<file path="config.mk">
export PLATFORM = sky130hd
export DESIGN_NAME = sr_route_tree
export DESIGN_NICKNAME = d
export VERILOG_FILES = /design/src/verilog/sr_pkg.sv /design/src/verilog/sr_route_tree.sv
export SDC_FILE = /design/constraint.sdc
export NUM_CORES = 1
export LEC_CHECK = 0
export BUFFER_PORTS_ARGS = -buffer_cell sky130_fd_sc_hd__clkbuf_2
export CORE_MARGIN = 5
export CORE_UTILIZATION = 54
export CTS_CLUSTER_DIAMETER = 50
export DETAILED_ROUTE_END_ITERATION = 8
export GPL_TIMING_DRIVEN = 0
export PLACE_DENSITY = 0.85
export SLEW_MARGIN = 20
export SYNTH_ARGS = -nofsm -noshare
export SYNTH_HDL_FRONTEND = slang
export SYNTH_SLANG_ARGS = --single-unit
</file>
<file path="constraint.sdc">
create_clock -name clk -period 6.41 [get_ports clk]
set_clock_uncertainty 0.15 [all_clocks]
set_input_delay 0.641 -clock clk [delete_from_list [all_inputs] [get_ports clk]]
set_output_delay 0.641 -clock clk [all_outputs]
set_load 0.01 [all_outputs]
</file>
<file path="src/verilog/sr_pkg.sv">
// Shared widths, address fields and types for the register-access path
// FIFO depths must be powers of two since pointers wrap by overflow
// APP_BITS must cover NUM_APPS exactly for the round-robin wrap
`default_nettype none

package sr_pkg;

	// --------------------------------------------------
	// Sizes
	// --------------------------------------------------

	// Application slots
	localparam int NUM_APPS = 4;
	localparam int APP_BITS = 2;

	// Registers per slot, 8 bytes apart
	localparam int REG_BITS = 3;
	localparam int REG_LSB  = 3;

	// Slot number sits above the register index
	localparam int APP_LSB = 6;

	localparam int ADDR_W = 32;
	localparam int DATA_W = 64;

	// --------------------------------------------------
	// Buffer depths, which also set starting credits
	// --------------------------------------------------

	// Route tree input buffer, host credits
	localparam int HOST_CREDITS = 2;
	// Slot request FIFO, route tree credits per slot
	localparam int SLOT_DEPTH = 4;
	// Merger FIFO per slot, response credits per slot
	localparam int RESP_DEPTH = 2;
	// Register stages on a slot request input
	localparam int PIPE_STAGES = 2;

	// --------------------------------------------------
	// Types
	// --------------------------------------------------

	typedef logic [ADDR_W-1:0]   sr_addr_t;
	typedef logic [DATA_W-1:0]   sr_data_t;
	typedef logic [APP_BITS-1:0] app_id_t;
	typedef logic [REG_BITS-1:0] reg_idx_t;

	// Holds 0..SLOT_DEPTH, the largest of the credit pools
	typedef logic [$clog2(SLOT_DEPTH+1)-1:0] credit_t;

	// Slot access FSM
	typedef enum logic [1:0] {
		SLOT_IDLE,
		SLOT_ACCESS,
		SLOT_WAIT_CREDIT
	} slot_state_t;

endpackage

`default_nettype wire

</file>
<file path="src/verilog/sr_route_tree.sv">
// Host requests are buffered, decoded and steered to one slot each
// Host must obey its credits: the input buffer has no overflow check
// Head-of-line blocking when the head's slot has no credit
`default_nettype none

module sr_route_tree import sr_pkg::*; (
	input  logic                clk,
	input  logic                arst_n,
	// Host request side
	input  logic                req_valid,
	input  logic                req_write,
	input  sr_addr_t            req_addr,
	input  sr_data_t            req_data,
	output logic                req_credit,
	// Toward the slots
	output logic [NUM_APPS-1:0] slot_req_valid,
	output logic                slot_req_write,
	output reg_idx_t            slot_req_idx,
	output sr_data_t            slot_req_data,
	input  logic [NUM_APPS-1:0] slot_req_credit
);

	// --------------------------------------------------
	// Input buffer
	// --------------------------------------------------

	logic                            buf_write [HOST_CREDITS];
	sr_addr_t                        buf_addr  [HOST_CREDITS];
	sr_data_t                        buf_data  [HOST_CREDITS];
	logic [$clog2(HOST_CREDITS)-1:0] wr_ptr;
	logic [$clog2(HOST_CREDITS)-1:0] rd_ptr;
	credit_t                         buf_cnt;

	// Head entry decode
	app_id_t  head_app;
	reg_idx_t head_idx;
	logic     dispatch;

	// Credits held toward each slot
	credit_t  slot_cnt [NUM_APPS];

	assign head_app = buf_addr[rd_ptr][APP_LSB +: APP_BITS];
	assign head_idx = buf_addr[rd_ptr][REG_LSB +: REG_BITS];

	// Leave only when the target slot still has room
	assign dispatch = (buf_cnt != '0) && (slot_cnt[head_app] != '0);

	// Buffer entry freed, so the host gets its credit back now
	assign req_credit = dispatch;

	// Head goes out combinationally, the slot registers it
	always_comb begin
		slot_req_valid = '0;
		if (dispatch)
			slot_req_valid[head_app] = 1'b1;
	end

	assign slot_req_write = buf_write[rd_ptr];
	assign slot_req_idx   = head_idx;
	assign slot_req_data  = buf_data[rd_ptr];

	// Buffer pointers and fill level
	always_ff @(posedge clk or negedge arst_n) begin
		if (!arst_n) begin
			wr_ptr  <= '0;
			rd_ptr  <= '0;
			buf_cnt <= '0;
		end else begin
			if (req_valid)
				wr_ptr <= wr_ptr + 1'b1;
			if (dispatch)
				rd_ptr <= rd_ptr + 1'b1;
			buf_cnt <= buf_cnt + credit_t'(req_valid) - credit_t'(dispatch);
		end
	end

	// Payload storage
	always_ff @(posedge clk) begin
		if (req_valid) begin
			buf_write[wr_ptr] <= req_write;
			buf_addr[wr_ptr]  <= req_addr;
			buf_data[wr_ptr]  <= req_data;
		end
	end

	// --------------------------------------------------
	// Per-slot credit counters
	// --------------------------------------------------

	// Spent on dispatch, returned when the slot pops its FIFO
	always_ff @(posedge clk or negedge arst_n) begin
		if (!arst_n) begin
			for (int i = 0; i < NUM_APPS; i++)
				slot_cnt[i] <= credit_t'(SLOT_DEPTH);
		end else begin
			for (int i = 0; i < NUM_APPS; i++)
				slot_cnt[i] <= slot_cnt[i]
					- credit_t'(dispatch && (head_app == app_id_t'(i)))
					+ credit_t'(slot_req_credit[i]);
		end
	end

endmodule

`default_nettype wire

</file>
======== Word level (Yosys, flattened, before mapping) ========
Memories as Yosys holds them, arrays and structs flattened.
Index checks and enable logic that the tools add are counted.
word-level totals
  memories kept ........................... 3
  input port bits ......................... 104
  flip-flop bits (word level) ............. 17
  output and inout bits ................... 73
  RAM bits ................................ 194
operators by class
  order comparisons ....................... 3
  reductions and logical operators ........ 9
  muxes and demuxes ....................... 8
  eq/ne operators ......................... 3
  bitwise gates (word level) .............. 1
  add/sub/neg operators ................... 12
memory list
  memory     depth  bits a word  read ports  clocked after memory_dff  wr ports  line                 RTL
  buf_data   2      64           1           0                         1         sr_route_tree.sv:29  sr_data_t buf_data [HOST_CREDITS];
  buf_addr   2      32           1           0                         1         sr_route_tree.sv:28  sr_addr_t buf_addr [HOST_CREDITS];
  buf_write  2      1            1           0                         1         sr_route_tree.sv:27  logic buf_write [HOST_CREDITS];
operators by type and width
  kind                   number
  $add A3 B1 Y3          5
  $sub A3 B1 Y3          5
  $bmux W3 S2            1
  $logic_and A1 B1 Y1    6
  $mux W3                2
  $reduce_bool A3 Y1     2
  $eq A2 B2 Y1 const B   2
  $mux W4                1
  $ge A3 B3 Y1 const B   1
  $lt A2 B3 Y1 const B   1
  $mux W1                3
  $not A2 Y3             1
  $add A1 B1 Y1 const B  2
  $demux W1 S2           1
  $eq A2 B1 Y1 const B   1
  $ge A2 B1 Y1 const B   1
  $logic_not A2 Y1       1

======== Longest topological paths before layout ========
An unclocked memory read counts as a cell.
  depth in word-level cells ............... 10
  gate-level depth with buffers ........... 12
  gate-level depth less buffers ........... 11

======== Worst setup path after synthesis ========
OpenSTA, ideal clock, no wires.
  path kind ............................... input port to flip-flop
  start point ............................. input req_valid
  end point ............................... memory buf_addr[0][3] in the netlist's numbering (enable)
  arrival time ............................ 3.712 ns
  library setup time ...................... 0.507 ns
  slack ................................... 2.041 ns
  data required time ...................... 5.753 ns
  buffers on the path ..................... 0
  stages .................................. 1
  path through ............................ nor2b_1
on the way
  cells in the longest elaborated chain, start to end .. 2
RTL lines
  item                           line                 RTL
  start, declared                sr_route_tree.sv:10  input logic req_valid,
  $mux W1                        sr_route_tree.sv:79  if (req_valid) begin
  $mux W1 (implied by the code)  sr_route_tree.sv:81  buf_addr[wr_ptr] <= req_addr;
  end, declared                  sr_route_tree.sv:28
Every way passes these cells.

======== Final worst setup path ========
  start point ............................. register rd_ptr
  end point ............................... output slot_req_valid[0]
on the way
  cells in the longest elaborated chain, start to end .. 8
  elaborated cells on any way between the ends .. 13
  those cells by class .................... order compare: 2; mux: 6; bitwise: 1; reduce/logical: 3; memory: 1
RTL lines
  item                                         line                 RTL
  start, declared                              sr_route_tree.sv:31  logic [$clog2(HOST_CREDITS)-1:0] rd_ptr;
  start signal, assigned                       sr_route_tree.sv:72  rd_ptr <= rd_ptr + 1'b1;
  $mem_v2 Z2 W32 (*)                           --
  $not A2 Y3 (implied by the code)             sr_route_tree.sv:46  assign dispatch = (buf_cnt != '0) && (slot_cnt[head_app] != '0);
  $bmux W3 S2                                  sr_route_tree.sv:46
  $mux W3 (implied by the code) (2 in series)  sr_route_tree.sv:46
  $reduce_bool A3 Y1                           sr_route_tree.sv:46
  $logic_and A1 B1 Y1                          sr_route_tree.sv:46
  $mux W4 (*)                                  sr_route_tree.sv:54  if (dispatch)
  end, declared                                sr_route_tree.sv:16  output logic [NUM_APPS-1:0] slot_req_valid,
Every way passes the cells marked *; elsewhere a longest branch is shown, timed or not. The select of a mux whose other input is x is not followed.

==> flow_metrics.env <==
export IMPL_instances_no_fill=627
export IMPL_path_cells="buf_6 > mux2i_2 > mux2i_1 > nand2_1 > nor2_1 > clkbuf_2"
export IMPL_start_util_pct=55.3
export IMPL_seq_area_frac_synth_pct=77.3
export IMPL_r2r_slack_ps=3480
export IMPL_drive_above_1_share_pct=54.4
export IMPL_cp_data_required_time_ps=5620
export IMPL_drv_slew=0
export IMPL_dr_first_iter_drc_count=118
export IMPL_cp_endpoint="slot_req_valid[0]"
export IMPL_track_usage_pct=17.3
export IMPL_startpoint="rd_ptr"
export IMPL_grt_antenna_before_repair=0
export IMPL_fin_crit_sh_pct=46.0
export IMPL_cp_end_kind="output port"
export IMPL_period_minus_slack_ps=2950
export IMPL_placementRows=38
export IMPL_cts_buffers=17
export IMPL_syn_area_sq_um=5990
export IMPL_first_pass_iters=4
export IMPL_rsz0062_at_grt="no"
export IMPL_ys_flop_type="edfxtp_1"
export IMPL_cpPeakStageDelay_ps=350
export IMPL_cp_depth=6
export IMPL_synthCells=302
export IMPL_slew_limit_headroom_pct=45.4
export IMPL_drv_cap=0
export IMPL_synth_common_cells="140 x edfxtp_1, 70 x mux2_2, 21 x inv_1, 13 x dfrtp_1, 11 x xnor2_1"
export IMPL_design_area_sq_um=7600
export IMPL_synth_top_area_share_pct=70.1
export IMPL_worst_slack_ps=3460
export IMPL_post_place_ws_ps=3500
export IMPL_cp_top_family="multiplexers"
export IMPL_worst_ep_arrival_time_ps=2160
export IMPL_synth_edf_count=140
export IMPL_wirelength_mm=10.8
export IMPL_grt_pass1_wl_mm=17.1
export IMPL_synth_top_area_cell="edfxtp_1"
export IMPL_cts_tree="built"
export IMPL_grt_pass1_vias=3446
export IMPL_ctsRootBufferMaster="clkbuf_8"
export IMPL_hold_violations=0
export IMPL_nNetsFinal=593
export IMPL_path_class="register to output port"
export IMPL_timing_rr_end="slot_cnt[2]"
export IMPL_syn_num_nets=421
export IMPL_ys_ff_latch=157
export IMPL_yosys_cell_types_count=19
export IMPL_wl_per_cell_um=17.3
export IMPL_drt_antenna_violating_nets=0
export IMPL_place_area_sq_um=6990
export IMPL_cp_start_kind="register"
export IMPL_status="complete, no violations"
export IMPL_diodes=0
export IMPL_cp_buffers_inverters=2
export IMPL_grt_max_degree=41
export IMPL_die_h_um=115
export IMPL_die_area_sq_um=13300
export IMPL_worst_pin_slew_ps=818
export IMPL_cts_max_level=4
export IMPL_ir_worst_vdd_mv=0.232
export IMPL_leakage_uw=0.00304
export IMPL_ys_warnings_count=0
export IMPL_io_buffer_count=149
export IMPL_post_dp_hpwl_mm=7.73
export IMPL_via_per_inst=5.06
export IMPL_synthToLayoutAreaGrowth_pct=26.8
export IMPL_cp_max_fo=9
export IMPL_cts_buffer_depth=2
export IMPL_vias=3170
export IMPL_cts_resized=0
export IMPL_remaining_drc_errors=0
export IMPL_yosysMostFrequentCell="edfxtp_1"
export IMPL_hold_class="primary input to register"
export IMPL_yosys_top_cells_area="edfxtp_1 70%, mux2_2 13%, dfrtp_1 5.4%"
export IMPL_io_pins=177
export IMPL_power_density_nw_per_um2=480
export IMPL_setup_violations=0
export IMPL_dieWidth_um=115
export IMPL_clk_latency_ps=500
export IMPL_core_sq_um=10800
export IMPL_clk_pin_slew_ps=60
export IMPL_r2r_start="rd_ptr"
export IMPL_gp_congestion=0.770
export IMPL_clock_fmax_ghz=0.339
export IMPL_cts_num_sinks=157
export IMPL_async_flop_share_pct=10.8
export IMPL_setup_tns_ps=0
export IMPL_syn_area_per_cell_sq_um=19.8
export IMPL_grt_overflow_total=0
export IMPL_dp_cells=594
export IMPL_reg2reg_depth=12
export IMPL_slowest_stage="mux2i_2"
## cells in the final DEF (no fill, tap or decap), drive strengths merged, types with 2 or more instances in the layout
master / instances
buf: 11
bufinv: 4
clkbuf: 169
clkinv: 3
clkinvlp: 5
dfrtp: 13
dfstp: 4
edfxtp: 140
fa: 5
ha: 10
inv: 21
mux2: 70
mux2i: 3
nand2: 2
nor2: 5
nor2b: 2
nor3: 5
xnor2: 11
## metrics by stage
step           util (%)  power, uW  hold WS, ps
2_1_floorplan         -       2260          195
3_3_place_gp       63.8       2620          319
3_5_place_dp       64.5       2690          350
4_1_cts            70.1       3700          146
5_1_grt            70.1       3860          141
6_report           70.1       3650          174
## sequential cells by signal, indices dropped and copies added, names as in the netlist
signal,count
rd_ptr,1
buf_data,128
buf_write,2
buf_addr,10
wr_ptr,1
buf_cnt,3
slot_cnt,12
## metal layers
| layer | routed length, um | GRT usage (%) | share of wire (%) | up-vias |
|---|---|---|---|---|
| met5 | 0 | 0 | 0 | - |
| met4 | 228 | 7.36 | 2.1 | 0 |
| met3 | 851 | 5.84 | 7.9 | 19 |
| met2 | 5750 | 30.2 | 53 | 112 |
| met1 | 3980 | 19.3 | 37 | 1562 |
| li1 | - | - | - | 1477 |
## layout make-up
| cell class | instances | area, sq um |
|---|---|---|
| Sequential cell | 157 | 4630 |
| Fill cell | 735 | 3240 |
| Multi-Input combinational cell | 116 | 1240 |
| Timing Repair Buffer | 153 | 823 |
| Clock buffer | 20 | 425 |
| Tap cell | 140 | 175 |
| Clock inverter | 12 | 170 |
| Inverter | 21 | 78.8 |
| Buffer | 8 | 46.3 |
## worst min path at each step
stage	startpoint	endpoint	slack, ps	cells after the start
final	req_data[52]	buf_data[0][52]	170	1
after global routing	req_data[27]	buf_data[0][27]	140	1
after CTS	req_data[9]	buf_data[0][9]	150	1
after detailed placement	slot_cnt[10]	slot_cnt[11]	350	1
after global placement	wr_ptr	wr_ptr	320	1
after floorplan	arst_n	buf_cnt[0]	200	0
## power by group
group	leakage [uW]	switching [uW]	total [uW]	internal, uW
Combinational	0.00126	628	1180	548
Sequential	0.00151	82.1	1480	1400
Clock	0.000272	366	995	629
Total	0.00304	1080	3650	2570
## timing repair
| action | CTS | global route |
|---|---|---|
| endpoints found under the hold margin | 13 | 0 |
| endpoints found under the setup margin | 0 | 0 |
| buffers inserted | 0 | 0 |
| hold buffers | 1 | 0 |
## kinds of logic (layout without fill, tap and decap cells)
| family | Yosys count | count (layout) | share of synthesized area (%) |
|---|---|---|---|
| flops | 157 | 157 | 77.3 |
| mux | 73 | 73 | 13.7 |
| buf+inv | 29 | 214 | 2.09 |
| fa+ha+maj | 15 | 15 | 3.76 |
| simple gates | 15 | 15 | 1.17 |
| xor+xnor | 12 | 12 | 1.75 |
| compound gates | 1 | 1 | 0.209 |
Note: power is estimated with default switching activity, not from simulation.
