<file path="src/verilog/sr_pkg.sv">
// Shared widths, address fields and types for the register-access path
// FIFO depths must be powers of two since pointers wrap by overflow
// APP_BITS must cover NUM_APPS exactly for the round-robin wrap
`default_nettype none

package sr_pkg;

	// --------------------------------------------------
	// Sizes
	// --------------------------------------------------

	// Application slots
	localparam int NUM_APPS = 4;
	localparam int APP_BITS = 2;

	// Registers per slot, 8 bytes apart
	localparam int REG_BITS = 3;
	localparam int REG_LSB  = 3;

	// Slot number sits above the register index
	localparam int APP_LSB = 6;

	localparam int ADDR_W = 32;
	localparam int DATA_W = 64;

	// --------------------------------------------------
	// Buffer depths, which also set starting credits
	// --------------------------------------------------

	// Route tree input buffer, host credits
	localparam int HOST_CREDITS = 2;
	// Slot request FIFO, route tree credits per slot
	localparam int SLOT_DEPTH = 4;
	// Merger FIFO per slot, response credits per slot
	localparam int RESP_DEPTH = 2;
	// Register stages on a slot request input
	localparam int PIPE_STAGES = 2;

	// --------------------------------------------------
	// Types
	// --------------------------------------------------

	typedef logic [ADDR_W-1:0]   sr_addr_t;
	typedef logic [DATA_W-1:0]   sr_data_t;
	typedef logic [APP_BITS-1:0] app_id_t;
	typedef logic [REG_BITS-1:0] reg_idx_t;

	// Holds 0..SLOT_DEPTH, the largest of the credit pools
	typedef logic [$clog2(SLOT_DEPTH+1)-1:0] credit_t;

	// Slot access FSM
	typedef enum logic [1:0] {
		SLOT_IDLE,
		SLOT_ACCESS,
		SLOT_WAIT_CREDIT
	} slot_state_t;

endpackage

`default_nettype wire

</file>
<file path="src/verilog/sr_resp_merge.sv">
// Merges slot responses onto one host return path tagged by slot
// The host always accepts, there is no backpressure on resp_valid
// Order between slots follows a round-robin pointer and is not fixed
`default_nettype none

module sr_resp_merge import sr_pkg::*; (
	input  logic                clk,
	input  logic                arst_n,
	// From the slots
	input  logic [NUM_APPS-1:0] slot_resp_valid,
	input  sr_data_t            slot_resp_data [NUM_APPS],
	output logic [NUM_APPS-1:0] slot_resp_credit,
	// Host return path
	output logic                resp_valid,
	output sr_data_t            resp_data,
	output app_id_t             resp_app
);

	// --------------------------------------------------
	// Response FIFOs, one per slot
	// --------------------------------------------------

	sr_data_t                      mem    [NUM_APPS][RESP_DEPTH];
	logic [$clog2(RESP_DEPTH)-1:0] wr_ptr [NUM_APPS];
	logic [$clog2(RESP_DEPTH)-1:0] rd_ptr [NUM_APPS];
	credit_t                       cnt    [NUM_APPS];

	// Arbitration
	app_id_t             rr_ptr;
	app_id_t             sel;
	logic                sel_valid;
	logic [NUM_APPS-1:0] pop;

	// First non-empty FIFO at or after the pointer
	always_comb begin
		app_id_t cand;
		sel       = rr_ptr;
		sel_valid = 1'b0;
		// Walk backwards so the nearest candidate wins
		for (int k = NUM_APPS - 1; k >= 0; k--) begin
			cand = rr_ptr + app_id_t'(k);
			if (cnt[cand] != '0) begin
				sel       = cand;
				sel_valid = 1'b1;
			end
		end
	end

	always_comb begin
		pop = '0;
		if (sel_valid)
			pop[sel] = 1'b1;
	end

	// Popped entry frees a slot credit
	assign slot_resp_credit = pop;

	always_ff @(posedge clk or negedge arst_n) begin
		if (!arst_n) begin
			for (int i = 0; i < NUM_APPS; i++) begin
				wr_ptr[i] <= '0;
				rd_ptr[i] <= '0;
				cnt[i]    <= '0;
			end
			rr_ptr     <= '0;
			resp_valid <= 1'b0;
		end else begin
			for (int i = 0; i < NUM_APPS; i++) begin
				if (slot_resp_valid[i])
					wr_ptr[i] <= wr_ptr[i] + 1'b1;
				if (pop[i])
					rd_ptr[i] <= rd_ptr[i] + 1'b1;
				cnt[i] <= cnt[i] + credit_t'(slot_resp_valid[i]) - credit_t'(pop[i]);
			end
			// Next search starts just past the winner
			if (sel_valid)
				rr_ptr <= sel + 1'b1;
			resp_valid <= sel_valid;
		end
	end

	// Payload and tag
	always_ff @(posedge clk) begin
		for (int i = 0; i < NUM_APPS; i++) begin
			if (slot_resp_valid[i])
				mem[i][wr_ptr[i]] <= slot_resp_data[i];
		end
		if (sel_valid) begin
			resp_data <= mem[sel][rd_ptr[sel]];
			resp_app  <= sel;
		end
	end

endmodule

`default_nettype wire

</file>
<file path="config.mk">
export PLATFORM = sky130hd
export DESIGN_NAME = sr_resp_merge
export DESIGN_NICKNAME = d
export VERILOG_FILES = /design/src/verilog/sr_pkg.sv /design/src/verilog/sr_resp_merge.sv
export SDC_FILE = /design/constraint.sdc
export NUM_CORES = 1
export LEC_CHECK = 0
export BUFFER_PORTS_ARGS = -buffer_cell sky130_fd_sc_hd__buf_4
export CAP_MARGIN = 20
export CORE_MARGIN = 2
export CORE_UTILIZATION = 47
export DETAILED_ROUTE_END_ITERATION = 7
export GPL_TIMING_DRIVEN = 0
export HOLD_SLACK_MARGIN = 0.1
export PLACE_DENSITY = 0.71
export SETUP_SLACK_MARGIN = 0.05
export SKIP_CTS_REPAIR_TIMING = 1
export SLEW_MARGIN = 10
export SYNTH_ARGS = -nofsm -noshare
export SYNTH_HDL_FRONTEND = slang
export SYNTH_SLANG_ARGS = --single-unit
</file>
<file path="constraint.sdc">
create_clock -name clk -period 7 [get_ports clk]
set_clock_uncertainty 0.15 [all_clocks]
set_input_delay 0 -clock clk [delete_from_list [all_inputs] [get_ports clk]]
set_output_delay 0 -clock clk [all_outputs]
set_load 0.005 [all_outputs]
</file>
==> results of run 1 <==
-- per-stage QoR --
step	setup WS, ns	TNS, ns	area (um2)	std cells
CTS	2.35	0	29200	2317
detailed placement	2.38	0	27300	2205
global placement	-1.24	-83.41	26700	2182
floorplan	1.97	0	23400	1186
-- synthesized netlist by cell type (all sizes together) --
library cell,instances
o31a,1
nor3,5
buf,50
mux2,64
a311o,1
nor3b,2
a222oi,1
nand4,1
fa,4
nor2,5
edfxtp,578
o21ai,1
a21oi,2
xnor2,6
or3,2
o21a,2
and2,4
o22ai,4
xor2,10
clkbuf,1
ha,8
nor2b,4
nand2,1
dfrtp,23
a31oi,1
mux2i,387
inv,18
-- cells by family after synthesis --
kind of cell    count (synthesis)  synth area share (%)
fa+ha+maj                      12                 0.769
xor+xnor                       16                 0.598
compound gates                 13                 0.385
mux                           451                  19.7
buf+inv                        69                  1.42
simple gates                   24                 0.604
flops                         601                  76.6
==> metrics.txt, run 1 <==
# TYPE chip_impl_metric gauge
chip_impl_metric{name="die_x",unit="um"} 227
chip_impl_metric{name="synth.distinct_cells",unit=""} 32
chip_impl_metric{name="grt_max_degree",unit=""} 40
chip_impl_metric{name="cts_num_sinks",unit=""} 601
chip_impl_metric{name="cts_htree_levels",unit=""} 2
chip_impl_info{name="run.stop_error",value="[ERROR RSZ-0060] Max buffer count reached."} 1
chip_impl_metric{name="place.detailed.hpwl",unit="um"} 38500
chip_impl_info{name="stop_stage",value="5_1_grt"} 1
chip_impl_metric{name="nets_in_the_synthesized_netlist",unit=""} 1460
chip_impl_metric{name="final_weighted_congestion_in_routability_driven_placement",unit=""} 0.773
chip_impl_metric{name="number_of_warnings_reported_in_the_yosys_synthesis_log",unit=""} 0
chip_impl_metric{name="port-buffer-count",unit=""} 332
chip_impl_metric{name="floorplan.initialDensity",unit="%"} 47.8
chip_impl_metric{name="pin_count",unit=""} 333
chip_impl_info{name="run_status",value="did not finish"} 1
chip_impl_metric{name="synthesis.area_per_instance",unit="um2"} 19.8
chip_impl_info{name="synth_area_leaders",value="edfxtp_1, mux2i_1, mux2_1"} 1
chip_impl_info{name="synthDominantAreaCellType",value="edfxtp_1"} 1
chip_impl_metric{name="synth.ff_latch_count",unit=""} 601
chip_impl_metric{name="yosysTopAreaCellShare",unit="%"} 74.1
chip_impl_metric{name="syn-cell-area",unit="um2"} 23400
chip_impl_metric{name="synth.yosys.seq_area_share",unit="%"} 76.6
chip_impl_metric{name="cts_inserted_buffers",unit=""} 59
chip_impl_metric{name="die-height",unit="um"} 227
chip_impl_metric{name="clockBufferDepth",unit=""} 3
chip_impl_metric{name="synthCells",unit=""} 1186
chip_impl_info{name="ctsRootBufferMaster",value="clkbuf_16"} 1
chip_impl_metric{name="placement_rows",unit=""} 81
==> run 2, diff against run 1 <==
--- a/config.mk
+++ b/config.mk
@@ -8,12 +8,10 @@
 export BUFFER_PORTS_ARGS = -buffer_cell sky130_fd_sc_hd__buf_4
 export CAP_MARGIN = 20
 export CORE_MARGIN = 2
-export CORE_UTILIZATION = 47
+export CORE_UTILIZATION = 32
 export DETAILED_ROUTE_END_ITERATION = 7
 export GPL_TIMING_DRIVEN = 0
-export HOLD_SLACK_MARGIN = 0.1
-export PLACE_DENSITY = 0.71
-export SETUP_SLACK_MARGIN = 0.05
+export PLACE_DENSITY_LB_ADDON = 0.15
 export SKIP_CTS_REPAIR_TIMING = 1
 export SLEW_MARGIN = 10
 export SYNTH_ARGS = -nofsm -noshare
==> metrics.txt, run 2 <==
# TYPE chip_impl_metric gauge
chip_impl_info{name="run_status",value="finished with violations"} 1
chip_impl_info{name="violated_checks",value="negative hold slack"} 1
chip_impl_metric{name="grt_pass1_wl",unit="um"} 93200
chip_impl_metric{name="clk_transition_reported_paths",unit="ns"} 0.06
chip_impl_info{name="layout.cells.most_common",value="edfxtp_1"} 1
chip_impl_metric{name="number_of_antenna_violations_at_the_first_check_in_global_routing",unit=""} 12
chip_impl_info{name="setup.worst_path.start_class",value="register"} 1
chip_impl_metric{name="area_growth",unit="%"} 45.4
chip_impl_metric{name="floorplan.initialDensity",unit="%"} 32.2
chip_impl_metric{name="routed-via-count",unit=""} 13800
chip_impl_metric{name="filler_cell_count",unit=""} 6351
chip_impl_info{name="layout_common_cells",value="edfxtp_1, dlygate4sd3_1, mux2i_1"} 1
chip_impl_metric{name="drt_first_iter_violations",unit=""} 706
chip_impl_metric{name="layout_setup_ws",unit="ns"} 2.36
chip_impl_metric{name="clockBufferDepth",unit=""} 3
chip_impl_metric{name="die-height",unit="um"} 275
chip_impl_metric{name="clock_latency_at_the_later_pin_of_the_worst_skew_pair",unit="ns"} 0.60
chip_impl_metric{name="cap_violations",unit=""} 0
chip_impl_metric{name="report.power.total",unit="W"} 0.0155
chip_impl_metric{name="worstMarginPinSlew",unit="ns"} 1.06
chip_impl_metric{name="placement_rows",unit=""} 99
chip_impl_metric{name="period_share",unit="%"} 66.2
chip_impl_metric{name="synthCells",unit=""} 1186
chip_impl_metric{name="dr.pass1.iters",unit=""} 5
chip_impl_metric{name="max-slew-margin-rel",unit="%"} 29.6
chip_impl_metric{name="grt_max_degree",unit=""} 39
chip_impl_metric{name="synthesis.area_per_instance",unit="um2"} 19.8
chip_impl_metric{name="die_x",unit="um"} 275
chip_impl_metric{name="core-area",unit="um2"} 72700
chip_impl_metric{name="finalCriticalPeriod",unit="ns"} 4.64
chip_impl_info{name="timing.critical_path.to_type",value="register"} 1
chip_impl_info{name="cp_common_cell",value="buf_2"} 1
chip_impl_metric{name="grt_overflow",unit=""} 0
chip_impl_info{name="worstSetupPathType",value="register to register"} 1
chip_impl_metric{name="synth.ff_latch_count",unit=""} 601
chip_impl_metric{name="nets_in_the_synthesized_netlist",unit=""} 1460
chip_impl_metric{name="number_of_global_route_vias_before_repair",unit=""} 13300
chip_impl_metric{name="drt-vias-per-instance",unit=""} 4.53
chip_impl_metric{name="routed_wire_length_per_instance",unit="um"} 22.4
chip_impl_info{name="ctsRootBufferMaster",value="clkbuf_16"} 1
chip_impl_metric{name="layout.area.seq",unit="um2"} 17900
chip_impl_metric{name="fin_worst_hold_slack",unit="ns"} -0.0109
chip_impl_metric{name="cpPeakStageDelay",unit="ns"} 0.50
chip_impl_metric{name="synth.distinct_cells",unit=""} 32
chip_impl_info{name="synth_area_leaders",value="edfxtp_1, mux2i_1, mux2_1"} 1
chip_impl_metric{name="synth.yosys.seq_area_share",unit="%"} 76.6
chip_impl_metric{name="critPathArrivalTime",unit="ns"} 4.97
chip_impl_info{name="critPathTopFamily",value="buffers and inverters"} 1
chip_impl_info{name="critical_path_s_slowest_cell",value="nor3_2"} 1
chip_impl_metric{name="syn-cell-area",unit="um2"} 23400
chip_impl_metric{name="critPathMaxFanout",unit=""} 10
chip_impl_info{name="critical_path.cell_chain",value="nor3_2, o22ai_1, a222oi_1, buf_2, buf_2, buf_2, nand2_1, nor2_1, ha_1, inv_1, ha_1, inv_1, fa_1, xnor2_1, xnor2_1"} 1
chip_impl_metric{name="postRouteAntennaNets",unit=""} 0
chip_impl_metric{name="cts_num_sinks",unit=""} 601
chip_impl_metric{name="worst-endpoint-required",unit="ns"} 7.33
chip_impl_metric{name="critical_path_buf_inv_count",unit=""} 5
chip_impl_info{name="synthDominantAreaCellType",value="edfxtp_1"} 1
chip_impl_info{name="min_delay_worst_type",value="input pin to register"} 1
chip_impl_info{name="clock_tree_from_tritoncts",value="built"} 1
chip_impl_metric{name="setup_viol",unit=""} 0
chip_impl_metric{name="cts_inserted_buffers",unit=""} 70
chip_impl_metric{name="placed_cells",unit=""} 2502
chip_impl_metric{name="setup-tns-final",unit="ns"} 0
chip_impl_info{name="synth_flop_cell",value="edfxtp_1"} 1
chip_impl_metric{name="drt_wl_total",unit="um"} 68200
chip_impl_metric{name="p_per_area",unit="nW/um2"} 454
chip_impl_metric{name="design.final.nets",unit=""} 2304
chip_impl_metric{name="synth-async-reset-ratio",unit="%"} 3.83
chip_impl_metric{name="number_of_warnings_reported_in_the_yosys_synthesis_log",unit=""} 0
chip_impl_info{name="most_repeated_cell_in_the_gate_level_netlist_after_synthesis",value="edfxtp_1"} 1
chip_impl_metric{name="synth-edff-count",unit=""} 578
chip_impl_metric{name="final_weighted_congestion_in_routability_driven_placement",unit=""} 0.748
chip_impl_metric{name="number_of_pins_with_negative_max_slew_slack_in_the_final_report",unit=""} 0
chip_impl_metric{name="fmax",unit="MHz"} 216
chip_impl_metric{name="final_layout_size_suffix_gt1_share",unit="%"} 25.3
chip_impl_metric{name="grtUsageTotal",unit="%"} 17.5
chip_impl_metric{name="hold_violations",unit=""} 8
chip_impl_metric{name="final-instance-count-excl-fill",unit=""} 3051
chip_impl_metric{name="cts_htree_levels",unit=""} 3
chip_impl_metric{name="place_worst_setup_slack",unit="ns"} 2.30
chip_impl_metric{name="route.detailed.drc",unit=""} 0
chip_impl_metric{name="footprint_of_the_multi_input_gates",unit="um2"} 5200
chip_impl_metric{name="place.detailed.hpwl",unit="um"} 44200
chip_impl_info{name="grt_setup_unrepaired",value="false"} 1
chip_impl_metric{name="largest_register_ff_count",unit=""} 512
chip_impl_info{name="post_synth_most_frequent_cells",value="edfxtp_1, mux2i_1, mux2_1"} 1
chip_impl_metric{name="vdd.ir_drop.worst",unit="mV"} 0.314
chip_impl_metric{name="leakage",unit="nW"} 13.6
chip_impl_metric{name="yosysTopAreaCellShare",unit="%"} 74.1
chip_impl_metric{name="die-area",unit="um2"} 75400
chip_impl_metric{name="port-buffer-count",unit=""} 332
chip_impl_metric{name="pin_count",unit=""} 333
==> run 2: worst register-to-register path: cells and delay by family (launching register included) <==
kind | cells | cell delay [ns]
AO/OA/AOI/OAI | 2 | 0.54
XOR/XNOR | 2 | 0.27
adder cells (fa/ha/maj) | 3 | 0.78
buffers and inverters | 5 | 1.43
flip-flops | 1 | 0.39
AND/OR/NAND/NOR | 3 | 0.97
==> run 2: kinds of logic (layout without fill, tap and decap cells) <==
group,after synthesis,count (layout),share of synthesized area [%]
XOR/XNOR,16,16,0.598
other,0,10,0
multiplexers,451,451,19.7
adder cells (fa/ha/maj),12,12,0.769
AO/OA/AOI/OAI,13,13,0.385
AND/OR/NAND/NOR,24,24,0.604
buffers and inverters,69,965,1.42
flip-flops,601,601,76.6
==> run 2: cell type report <==
type	count	share of cell area, %
inverter	18	0.198
multi-input combinational	516	15.3
buffer	51	0.779
clock buffer	82	5.43
tap	959	3.52
clock inverter	42	1.12
timing repair buffer	772	21.0
antenna	10	0.0735
sequential	601	52.6
==> run 2: final timing paths <==
kind | startpoint | to | slack [ns] | cells past startpoint
worst max-delay path | cnt[11] | cnt[2] | 2.36 | 15
worst min-delay path | slot_resp_data[36] | mem[3][100] | -0.01 | 2
worst max register to register | cnt[11] | cnt[2] | 2.36 | 15
worst min register to register | rd_ptr[3] | rd_ptr[3] | 0.32 | 1
max in group asynchronous | arst_n | cnt[5] | 6.26 | 4
min in group asynchronous | arst_n | cnt[9] | 0.28 | 4
==> run 2: per-stage QoR <==
step                util, %  cell area [um2]
CTS                    41.1            29900
floorplan                 -            23400
global route           46.8            34000
finish                 46.8            34100
detailed placement     38.0            27600
global placement       37.3            27100
==> run 2: where the power goes <==
| part | internal [W] | switching (W) |
|---|---|---|
| logic | 0.00288 | 0.00366 |
| clock network | 0.00211 | 0.00144 |
| registers | 0.00511 | 0.000266 |
| total | 0.0101 | 0.00536 |
==> run 2: routing by layer <==
metal	vias up	global-route usage (%)	part of all wire [%]
met5	-	0	0.10
met4	12	4.92	1.7
met3	95	4.08	5.0
met2	338	29.0	49
met1	7007	23.1	44
li1	6367	-	-
Note: power is estimated with default switching activity, not from simulation.
