**config.mk**
```make
export PLATFORM = sky130hd
export DESIGN_NAME = sr_app_slot
export DESIGN_NICKNAME = d
export VERILOG_FILES = /design/src/verilog/sr_pkg.sv /design/src/verilog/sr_app_slot.sv
export SDC_FILE = /design/constraint.sdc
export NUM_CORES = 1
export LEC_CHECK = 0
export ABC_CLOCK_PERIOD_IN_PS = 7600
export BUFFER_PORTS_ARGS = -buffer_cell sky130_fd_sc_hd__buf_4
export CAP_MARGIN = 30
export CORE_MARGIN = 5
export CORE_UTILIZATION = 65
export DETAILED_ROUTE_END_ITERATION = 7
export GPL_TIMING_DRIVEN = 1
export PLACE_DENSITY = 0.94
export SETUP_SLACK_MARGIN = 0.02
export SKIP_LAST_GASP = 1
export SLEW_MARGIN = 10
export SYNTH_ARGS = -nofsm -noshare
export SYNTH_HDL_FRONTEND = slang
export SYNTH_SLANG_ARGS = --single-unit
```
**constraint.sdc**
```tcl
create_clock -name clk -period 7.6 [get_ports clk]
set_input_delay 0 -clock clk [delete_from_list [all_inputs] [get_ports clk]]
set_output_delay 0 -clock clk [all_outputs]
set_load 0.02 [all_outputs]
```
**src/verilog/sr_pkg.sv**
```systemverilog
// Shared widths, address fields and types for the register-access path
// FIFO depths must be powers of two since pointers wrap by overflow
// APP_BITS must cover NUM_APPS exactly for the round-robin wrap
`default_nettype none

package sr_pkg;

	// --------------------------------------------------
	// Sizes
	// --------------------------------------------------

	// Application slots
	localparam int NUM_APPS = 4;
	localparam int APP_BITS = 2;

	// Registers per slot, 8 bytes apart
	localparam int REG_BITS = 3;
	localparam int REG_LSB  = 3;

	// Slot number sits above the register index
	localparam int APP_LSB = 6;

	localparam int ADDR_W = 32;
	localparam int DATA_W = 64;

	// --------------------------------------------------
	// Buffer depths, which also set starting credits
	// --------------------------------------------------

	// Route tree input buffer, host credits
	localparam int HOST_CREDITS = 2;
	// Slot request FIFO, route tree credits per slot
	localparam int SLOT_DEPTH = 4;
	// Merger FIFO per slot, response credits per slot
	localparam int RESP_DEPTH = 2;
	// Register stages on a slot request input
	localparam int PIPE_STAGES = 2;

	// --------------------------------------------------
	// Types
	// --------------------------------------------------

	typedef logic [ADDR_W-1:0]   sr_addr_t;
	typedef logic [DATA_W-1:0]   sr_data_t;
	typedef logic [APP_BITS-1:0] app_id_t;
	typedef logic [REG_BITS-1:0] reg_idx_t;

	// Holds 0..SLOT_DEPTH, the largest of the credit pools
	typedef logic [$clog2(SLOT_DEPTH+1)-1:0] credit_t;

	// Slot access FSM
	typedef enum logic [1:0] {
		SLOT_IDLE,
		SLOT_ACCESS,
		SLOT_WAIT_CREDIT
	} slot_state_t;

endpackage

`default_nettype wire

```
**src/verilog/sr_app_slot.sv**
```systemverilog
// One application slot holding a bank of 8 scratch registers
// Writes give no response, reads give one, in request order
// Upstream must obey the SLOT_DEPTH credit: no FIFO overflow check
`default_nettype none

module sr_app_slot import sr_pkg::*; (
	input  logic     clk,
	input  logic     arst_n,
	// Requests from the route tree
	input  logic     req_valid,
	input  logic     req_write,
	input  reg_idx_t req_idx,
	input  sr_data_t req_data,
	output logic     req_credit,
	// Responses toward the merger
	output logic     resp_valid,
	output sr_data_t resp_data,
	input  logic     resp_credit
);

	// --------------------------------------------------
	// Input pipeline
	// --------------------------------------------------

	logic     pipe_valid [PIPE_STAGES];
	logic     pipe_write [PIPE_STAGES];
	reg_idx_t pipe_idx   [PIPE_STAGES];
	sr_data_t pipe_data  [PIPE_STAGES];

	// Request FIFO
	logic                          fifo_write [SLOT_DEPTH];
	reg_idx_t                      fifo_idx   [SLOT_DEPTH];
	sr_data_t                      fifo_data  [SLOT_DEPTH];
	logic [$clog2(SLOT_DEPTH)-1:0] wr_ptr;
	logic [$clog2(SLOT_DEPTH)-1:0] rd_ptr;
	credit_t                       fifo_cnt;
	logic                          push;
	logic                          pop;

	// Access in progress
	slot_state_t state;
	logic        cur_write;
	reg_idx_t    cur_idx;
	sr_data_t    cur_data;
	credit_t     resp_cnt;
	logic        send;

	// Scratch registers
	sr_data_t bank [2**REG_BITS];

	always_ff @(posedge clk or negedge arst_n) begin
		if (!arst_n) begin
			for (int s = 0; s < PIPE_STAGES; s++)
				pipe_valid[s] <= 1'b0;
		end else begin
			pipe_valid[0] <= req_valid;
			for (int s = 1; s < PIPE_STAGES; s++)
				pipe_valid[s] <= pipe_valid[s-1];
		end
	end

	always_ff @(posedge clk) begin
		pipe_write[0] <= req_write;
		pipe_idx[0]   <= req_idx;
		pipe_data[0]  <= req_data;
		for (int s = 1; s < PIPE_STAGES; s++) begin
			pipe_write[s] <= pipe_write[s-1];
			pipe_idx[s]   <= pipe_idx[s-1];
			pipe_data[s]  <= pipe_data[s-1];
		end
	end

	// --------------------------------------------------
	// Request FIFO
	// --------------------------------------------------

	assign push = pipe_valid[PIPE_STAGES-1];
	// One pop per access, only from idle
	assign pop  = (state == SLOT_IDLE) && (fifo_cnt != '0);
	// Freed FIFO entry goes back to the route tree
	assign req_credit = pop;

	always_ff @(posedge clk or negedge arst_n) begin
		if (!arst_n) begin
			wr_ptr   <= '0;
			rd_ptr   <= '0;
			fifo_cnt <= '0;
		end else begin
			if (push)
				wr_ptr <= wr_ptr + 1'b1;
			if (pop)
				rd_ptr <= rd_ptr + 1'b1;
			fifo_cnt <= fifo_cnt + credit_t'(push) - credit_t'(pop);
		end
	end

	always_ff @(posedge clk) begin
		if (push) begin
			fifo_write[wr_ptr] <= pipe_write[PIPE_STAGES-1];
			fifo_idx[wr_ptr]   <= pipe_idx[PIPE_STAGES-1];
			fifo_data[wr_ptr]  <= pipe_data[PIPE_STAGES-1];
		end
		// Latch the popped request for the access cycle
		if (pop) begin
			cur_write <= fifo_write[rd_ptr];
			cur_idx   <= fifo_idx[rd_ptr];
			cur_data  <= fifo_data[rd_ptr];
		end
		if (send)
			resp_data <= bank[cur_idx];
	end

	// --------------------------------------------------
	// Access FSM and register bank
	// --------------------------------------------------

	// A read responds once a merger credit is held
	assign send = !cur_write && (resp_cnt != '0)
		&& ((state == SLOT_ACCESS) || (state == SLOT_WAIT_CREDIT));

	always_ff @(posedge clk or negedge arst_n) begin
		if (!arst_n) begin
			state      <= SLOT_IDLE;
			resp_valid <= 1'b0;
			resp_cnt   <= credit_t'(RESP_DEPTH);
			for (int r = 0; r < 2**REG_BITS; r++)
				bank[r] <= '0;
		end else begin
			resp_valid <= send;
			resp_cnt   <= resp_cnt - credit_t'(send) + credit_t'(resp_credit);
			case (state)
				SLOT_IDLE: begin
					if (pop)
						state <= SLOT_ACCESS;
				end
				SLOT_ACCESS: begin
					if (cur_write) begin
						bank[cur_idx] <= cur_data;
						state         <= SLOT_IDLE;
					end else if (send) begin
						state <= SLOT_IDLE;
					end else begin
						state <= SLOT_WAIT_CREDIT;
					end
				end
				SLOT_WAIT_CREDIT: begin
					if (send)
						state <= SLOT_IDLE;
				end
				default: state <= SLOT_IDLE;
			endcase
		end
	end

endmodule

`default_nettype wire

```
# Word-level counts from Yosys, hierarchy flattened
# Memories as Yosys holds them, arrays and structs flattened. A register that Yosys moved wholly into a read port is not among the register bits.
# Index checks and enable logic that the tools add are counted.
# classes
bitwise_logic	1
magnitude_cmp	2
eq_ne	4
n_addsub	6
reduce_logical	11
mux	13
# op_table
cell	n
$bwmux W512	1
$bmux W64 S3	1
$demux W64 S3	1
$mux W64	3
$mux W2	4
$add A3 B1 Y3	2
$pmux W2 S3	1
$reduce_bool A3 Y1	2
$sub A3 B1 Y3	2
$add A2 B1 Y2 const B	2
$ge A4 B4 Y1 const B	1
$logic_and A1 B1 Y1	4
$lt A4 B1 Y1 const B	1
$ne A2 B2 Y1 const B	2
$not A3 Y4	1
$reduce_and A2 Y1	2
$eq A2 B1 Y1 const B	1
$eq A2 B2 Y1 const B	1
$logic_not A2 Y1	1
$mux W1	2
$logic_not A1 Y1	1
$logic_or A1 B1 Y1	1
# word_totals
out_inout_bits	66
ram_bits	408
word_cells	60
ff_bits	591
input_bits	72
mem_count	6
# mem_list
memory	depth	word_bits	read_ports	rd_clocked_by_memory_dff	wr	line_no	rtl
fifo_data	4	64	1	1	1	sr_app_slot.sv:33	sr_data_t fifo_data [SLOT_DEPTH];
pipe_data	2	64	2	0	2	sr_app_slot.sv:28	sr_data_t pipe_data [PIPE_STAGES];
fifo_idx	4	3	1	1	1	sr_app_slot.sv:32	reg_idx_t fifo_idx [SLOT_DEPTH];
pipe_idx	2	3	2	0	2	sr_app_slot.sv:27	reg_idx_t pipe_idx [PIPE_STAGES];
fifo_write	4	1	1	1	1	sr_app_slot.sv:31	logic fifo_write [SLOT_DEPTH];
pipe_write	2	1	2	0	2	sr_app_slot.sv:26	logic pipe_write [PIPE_STAGES];

# Depth between registers and ports, before layout
# depth
depth_word	6
mapped_depth	11
ltp_nobuf	11

# Worst setup path after synthesis
# OpenSTA, ideal clock, no wires.
# synth_timing
path_type	reg-to-reg
startpoint	reg state[0]
endpoint	reg resp_cnt[2]
required_time_ns	7.477
n_path_buf	0
stages_incl_launch_ff	12
setup_time_ns	0.123
path_slack_ns	2.470
period_less_slack_ns	5.130
arrival_ns	5.008
path_cell_list	dfrtp_1 -> inv_1 -> ha_1 -> nand2b_1 -> nor2_1 -> ha_1 -> inv_1 -> ha_1 -> inv_1 -> fa_1 -> xnor2_1 -> xnor2_1
# synth_between
elab_chain_len	5
word_cells_on_any_way	6
cone_classes	add/sub (2); eq/ne (2); reduce/logical (2)
# synth_lines
item	line_no	rtl
from (decl)	sr_app_slot.sv:41	slot_state_t state;
from (signal assigned)	sr_app_slot.sv:123	state <= SLOT_IDLE;
from (signal assigned)	sr_app_slot.sv:134	state <= SLOT_ACCESS;
from (signal assigned)	sr_app_slot.sv:139	state <= SLOT_IDLE;
$eq A2 B1 Y1 or $eq A2 B2 Y1 (tied branches)	sr_app_slot.sv:119	&& ((state == SLOT_ACCESS) || (state == SLOT_WAIT_CREDIT));
$logic_or A1 B1 Y1 *	sr_app_slot.sv:119	
$logic_and A1 B1 Y1 *	sr_app_slot.sv:119	
named net send	sr_app_slot.sv:46	logic send;
$sub A3 B1 Y3 *	sr_app_slot.sv:130	resp_cnt <= resp_cnt - credit_t'(send) + credit_t'(resp_credit);
$add A3 B1 Y3 *	sr_app_slot.sv:130	
to (signal assigned)	sr_app_slot.sv:125	resp_cnt <= credit_t'(RESP_DEPTH);
to (signal assigned)	sr_app_slot.sv:130	
to (decl)	sr_app_slot.sv:45	credit_t resp_cnt;
# The timed path passes the listed nets; every way through them passes the cells marked *.
# A chain may end at the register's enable or synchronous reset.

# Final worst setup path
# layout_timing
startpoint	reg cur_idx[2] (read register of fifo_idx)
endpoint	reg bank[253] in the netlist's numbering
# layout_between
elab_chain_len	6
word_cells_on_any_way	7
cone_classes	order compare (2); mux (3); bitwise (1); reduce/logical (1)
# layout_lines
item	line_no	rtl
from (decl)	sr_app_slot.sv:43	reg_idx_t cur_idx;
$not A3 Y4 (not written as such) *	sr_app_slot.sv:138	bank[cur_idx] <= cur_data;
$ge A4 B4 Y1 (not written as such) or $lt A4 B1 Y1 (tied branches)	sr_app_slot.sv:138	
$logic_and A1 B1 Y1 (not written as such)	sr_app_slot.sv:138	
$mux W64 (not written as such)	sr_app_slot.sv:138	
$demux W64 S3 *	sr_app_slot.sv:138	
$bwmux W512 *	sr_app_slot.sv:138	
to (signal, indexed assignment)	sr_app_slot.sv:138	
to (decl)	sr_app_slot.sv:49	sr_data_t bank [2**REG_BITS];
# Mark *: on every way between the ends. The rest lies on a longest branch, timed or not.

==> flow_summary.ini <==
[outcome]
status = complete, but fails checks
violations = negative hold slack

[setup_path]
max_stage_delay_ps = 880
critPathSlowestCell = buf_4
crit_path_max_fanout = 110
critPathBufInv = 2
reg2reg_slack_ps = 4230
critPathKind = flop to flop
critical-path-top-delay-family = buffers and inverters
worstReg2RegStart = cur_idx[2]
rr_worst_depth = 5
critPathLaunchType = flop
end_kind = flop
path_cells = buf_12, nand2b_4, nor2_8, buf_4, mux2_2
arrival_ps = 3920
r2r_end = bank[253]
required_ps = 8150

[clocking]
root_buffer = clkbuf_16
clock-sinks = 1067
cts.repair.resized = 0
htree_levels = 3
cts_buffers = 97
clock_latency_ps = 680
cts_setup_buffers = 0
clk_pin_slew_ps = 70
cts_tree = built
clock_path_buffers = 3

[worst_hold_path]
hold_path_class = input port to async pin

[logic_synthesis]
synthFlopType = dfrtp_1
netlist_instances = 2243
synthArstFlopShare = 0.4939
syn_nets = 2328
yosys_warnings = 0
syn_area_mm2 = 0.04038
avgSynthCellArea_um2 = 18.00
synth_edf_count = 404
synth_cell_types = 55
synth-seq-area-share = 0.6945
synth_seq_cells = 1067

[layout]
multi_input_area_mm2 = 0.01146
fin_area_mm2 = 0.04679
final_common_cell = dfrtp_1
syn2layout_area_growth_pct = 15.88
diodes = 0
nFillCells = 2949
drive_above_1_share = 0.3698
final_util = 0.7596
final_cell_mix = dfrtp_1, mux2_2, edfxtp_1, buf_4, dfxtp_1
ff_latch_area_mm2 = 0.02805
final_nets = 2605

[timing]
holdWs_ps = -44.64
setup_tns_ps = 0
grt_setup_unrepaired = false
max_freq_ghz = 0.2963
slew_violations = 0
finalCritPeriodShare = 0.4440
final-setup-viol-count = 0
hold_violations = 15
skew_ps = 36.05
finalCriticalPeriod_ps = 3375
worst_pin_slew_ps = 1129
relSlewSlack = 0.2472

[job]
max_cap_violations = 0

[place]
numPortBuffers = 137
place.gp.congestion = 0.7781
hpwl_mm = 52.62
dpl_cell_area_mm2 = 0.04205

[grt]
grt_overflow_total = 0
antenna_found_initial = 2
grt_usage = 0.3292
grt_pass1_wl_mm = 165.7
first_global_vias = 25794
grt_start_max_net_pins = 172

[routing]
dr.pass1.iters = 7
finalWirelength_mm = 109.5
num_vias = 23662
wl_per_cell_um = 31.81
vias_per_cell = 6.876
ant_nets = 0
drtIter0Drc = 3566
drc = 0

[power]
cellPowerDensity_mw_per_mm2 = 468.0
max-vdd-ir-drop_mv = 0.2924
leakagePower_nw = 18.76
totalPowerFinal_mw = 21.90

[floorplanning]
core-area_mm2 = 0.06160
dieArea_mm2 = 0.06721
die_w_um = 259.2
fp-row-count = 91
pin_count = 138
start_util = 0.6555
die_y_um = 259.2
[state kept, by name, summed over array words and instances, names as in the netlist]
register    count
fifo_data     256
fifo_cnt        3
bank          512
wr_ptr          2
resp_cnt        3
state           2
resp_data      64
resp_valid      1
cur_write       1
pipe_data     128
fifo_write      4
cur_idx         3
pipe_write      2
pipe_idx        6
fifo_idx       12
pipe_valid      1
push            1
cur_data       64
rd_ptr          2
[worst max-delay path by stage]
stage               startpoint             to  cells after the start
detailed placement  cur_idx[2]  resp_data[12]                      4
finish              cur_idx[2]      bank[253]                      5
global placement    cur_idx[2]      bank[241]                      5
global route        cur_idx[2]      bank[253]                      5
CTS                 cur_idx[2]      bank[213]                      5
floorplan             state[0]    resp_cnt[2]                     11
[cell type report]
type / count / area share
Multi-Input combinational cell: 1029 / 0.2449
Sequential cell: 1067 / 0.5995
Clock buffer: 137 / 0.05947
Clock inverter: 46 / 0.01021
Inverter: 15 / 0.001203
Timing Repair Buffer: 310 / 0.06236
Tap cell: 837 / 0.02238
[metrics by stage]
stage / std cells / setup slack [ps]
finish: 3441 / 4225
detailed placement: 3118 / 4451
floorplan: 2243 / 2470
global route: 3441 / 4285
CTS: 3434 / 4433
global placement: 3111 / 4537
[where the power goes]
group | switching (mW) | internal [mW] | leakage, nW
logic | 3.80 | 2.99 | 5.67
registers | 1.72 | 8.32 | 11.5
clock network | 2.23 | 2.84 | 1.60
total | 7.74 | 14.2 | 18.8
[logic make-up after synthesis]
| logic type | count (synthesis) | share of synthesized area |
|---|---|---|
| and+or+nand+nor | 100 | 0.01571 |
| AOI/OAI and AO/OA | 213 | 0.04217 |
| DFF | 1067 | 0.6945 |
| xor gates and xnor gates | 7 | 0.001518 |
| buffers and inverters | 147 | 0.02312 |
| muxes | 696 | 0.2186 |
| adders and majority gates | 13 | 0.004400 |
[routing by layer]
layer	vias to the layer above	global-route usage	part of all wire
met4	2	0.2208	0.070
met3	576	0.08200	0.12
li1	9180	-	-
met5	-	0	0.000064
met1	11941	0.4125	0.33
met2	1963	0.5151	0.48
[worst register-to-register path: stages, from the launching register on]
cell and delay [ps]:
edfxtp_1 390, buf_12 550, nand2b_4 470, nor2_8 400
buf_4 890, mux2_2 570
[synth_stat cells (5+ instances only)]
library cell | instances | area (um^2)
a22oi_1 | 58 | 435.4
dfrtp_1 | 526 | 13160
nand2_1 | 44 | 165.2
buf_4 | 46 | 345.3
mux2i_1 | 56 | 560.5
mux2_1 | 37 | 416.7
o21ai_0 | 16 | 80.08
dfxtp_1 | 136 | 2723
inv_1 | 13 | 48.80
and3b_1 | 6 | 52.55
nor2b_1 | 7 | 43.79
clkbuf_1 | 26 | 97.59
a221oi_1 | 58 | 508.0
mux2_2 | 509 | 5732
nor2_1 | 5 | 18.77
o221ai_1 | 25 | 219.0
o22a_1 | 25 | 219.0
buf_2 | 35 | 175.2
nand3_1 | 9 | 45.04
edfxtp_1 | 404 | 12130
and2_1 | 7 | 43.79
nor2_8 | 5 | 100.1
o22ai_1 | 8 | 50.05
mux4_2 | 94 | 2117
ha_1 | 11 | 137.6
buf_6 | 22 | 247.7
[what timing repair did]
item,CTS,global route
hold buffers,133,0
endpoints found under the hold margin,174,0
endpoints found under the setup margin,0,0
Note: power is estimated with default switching activity, not from simulation.
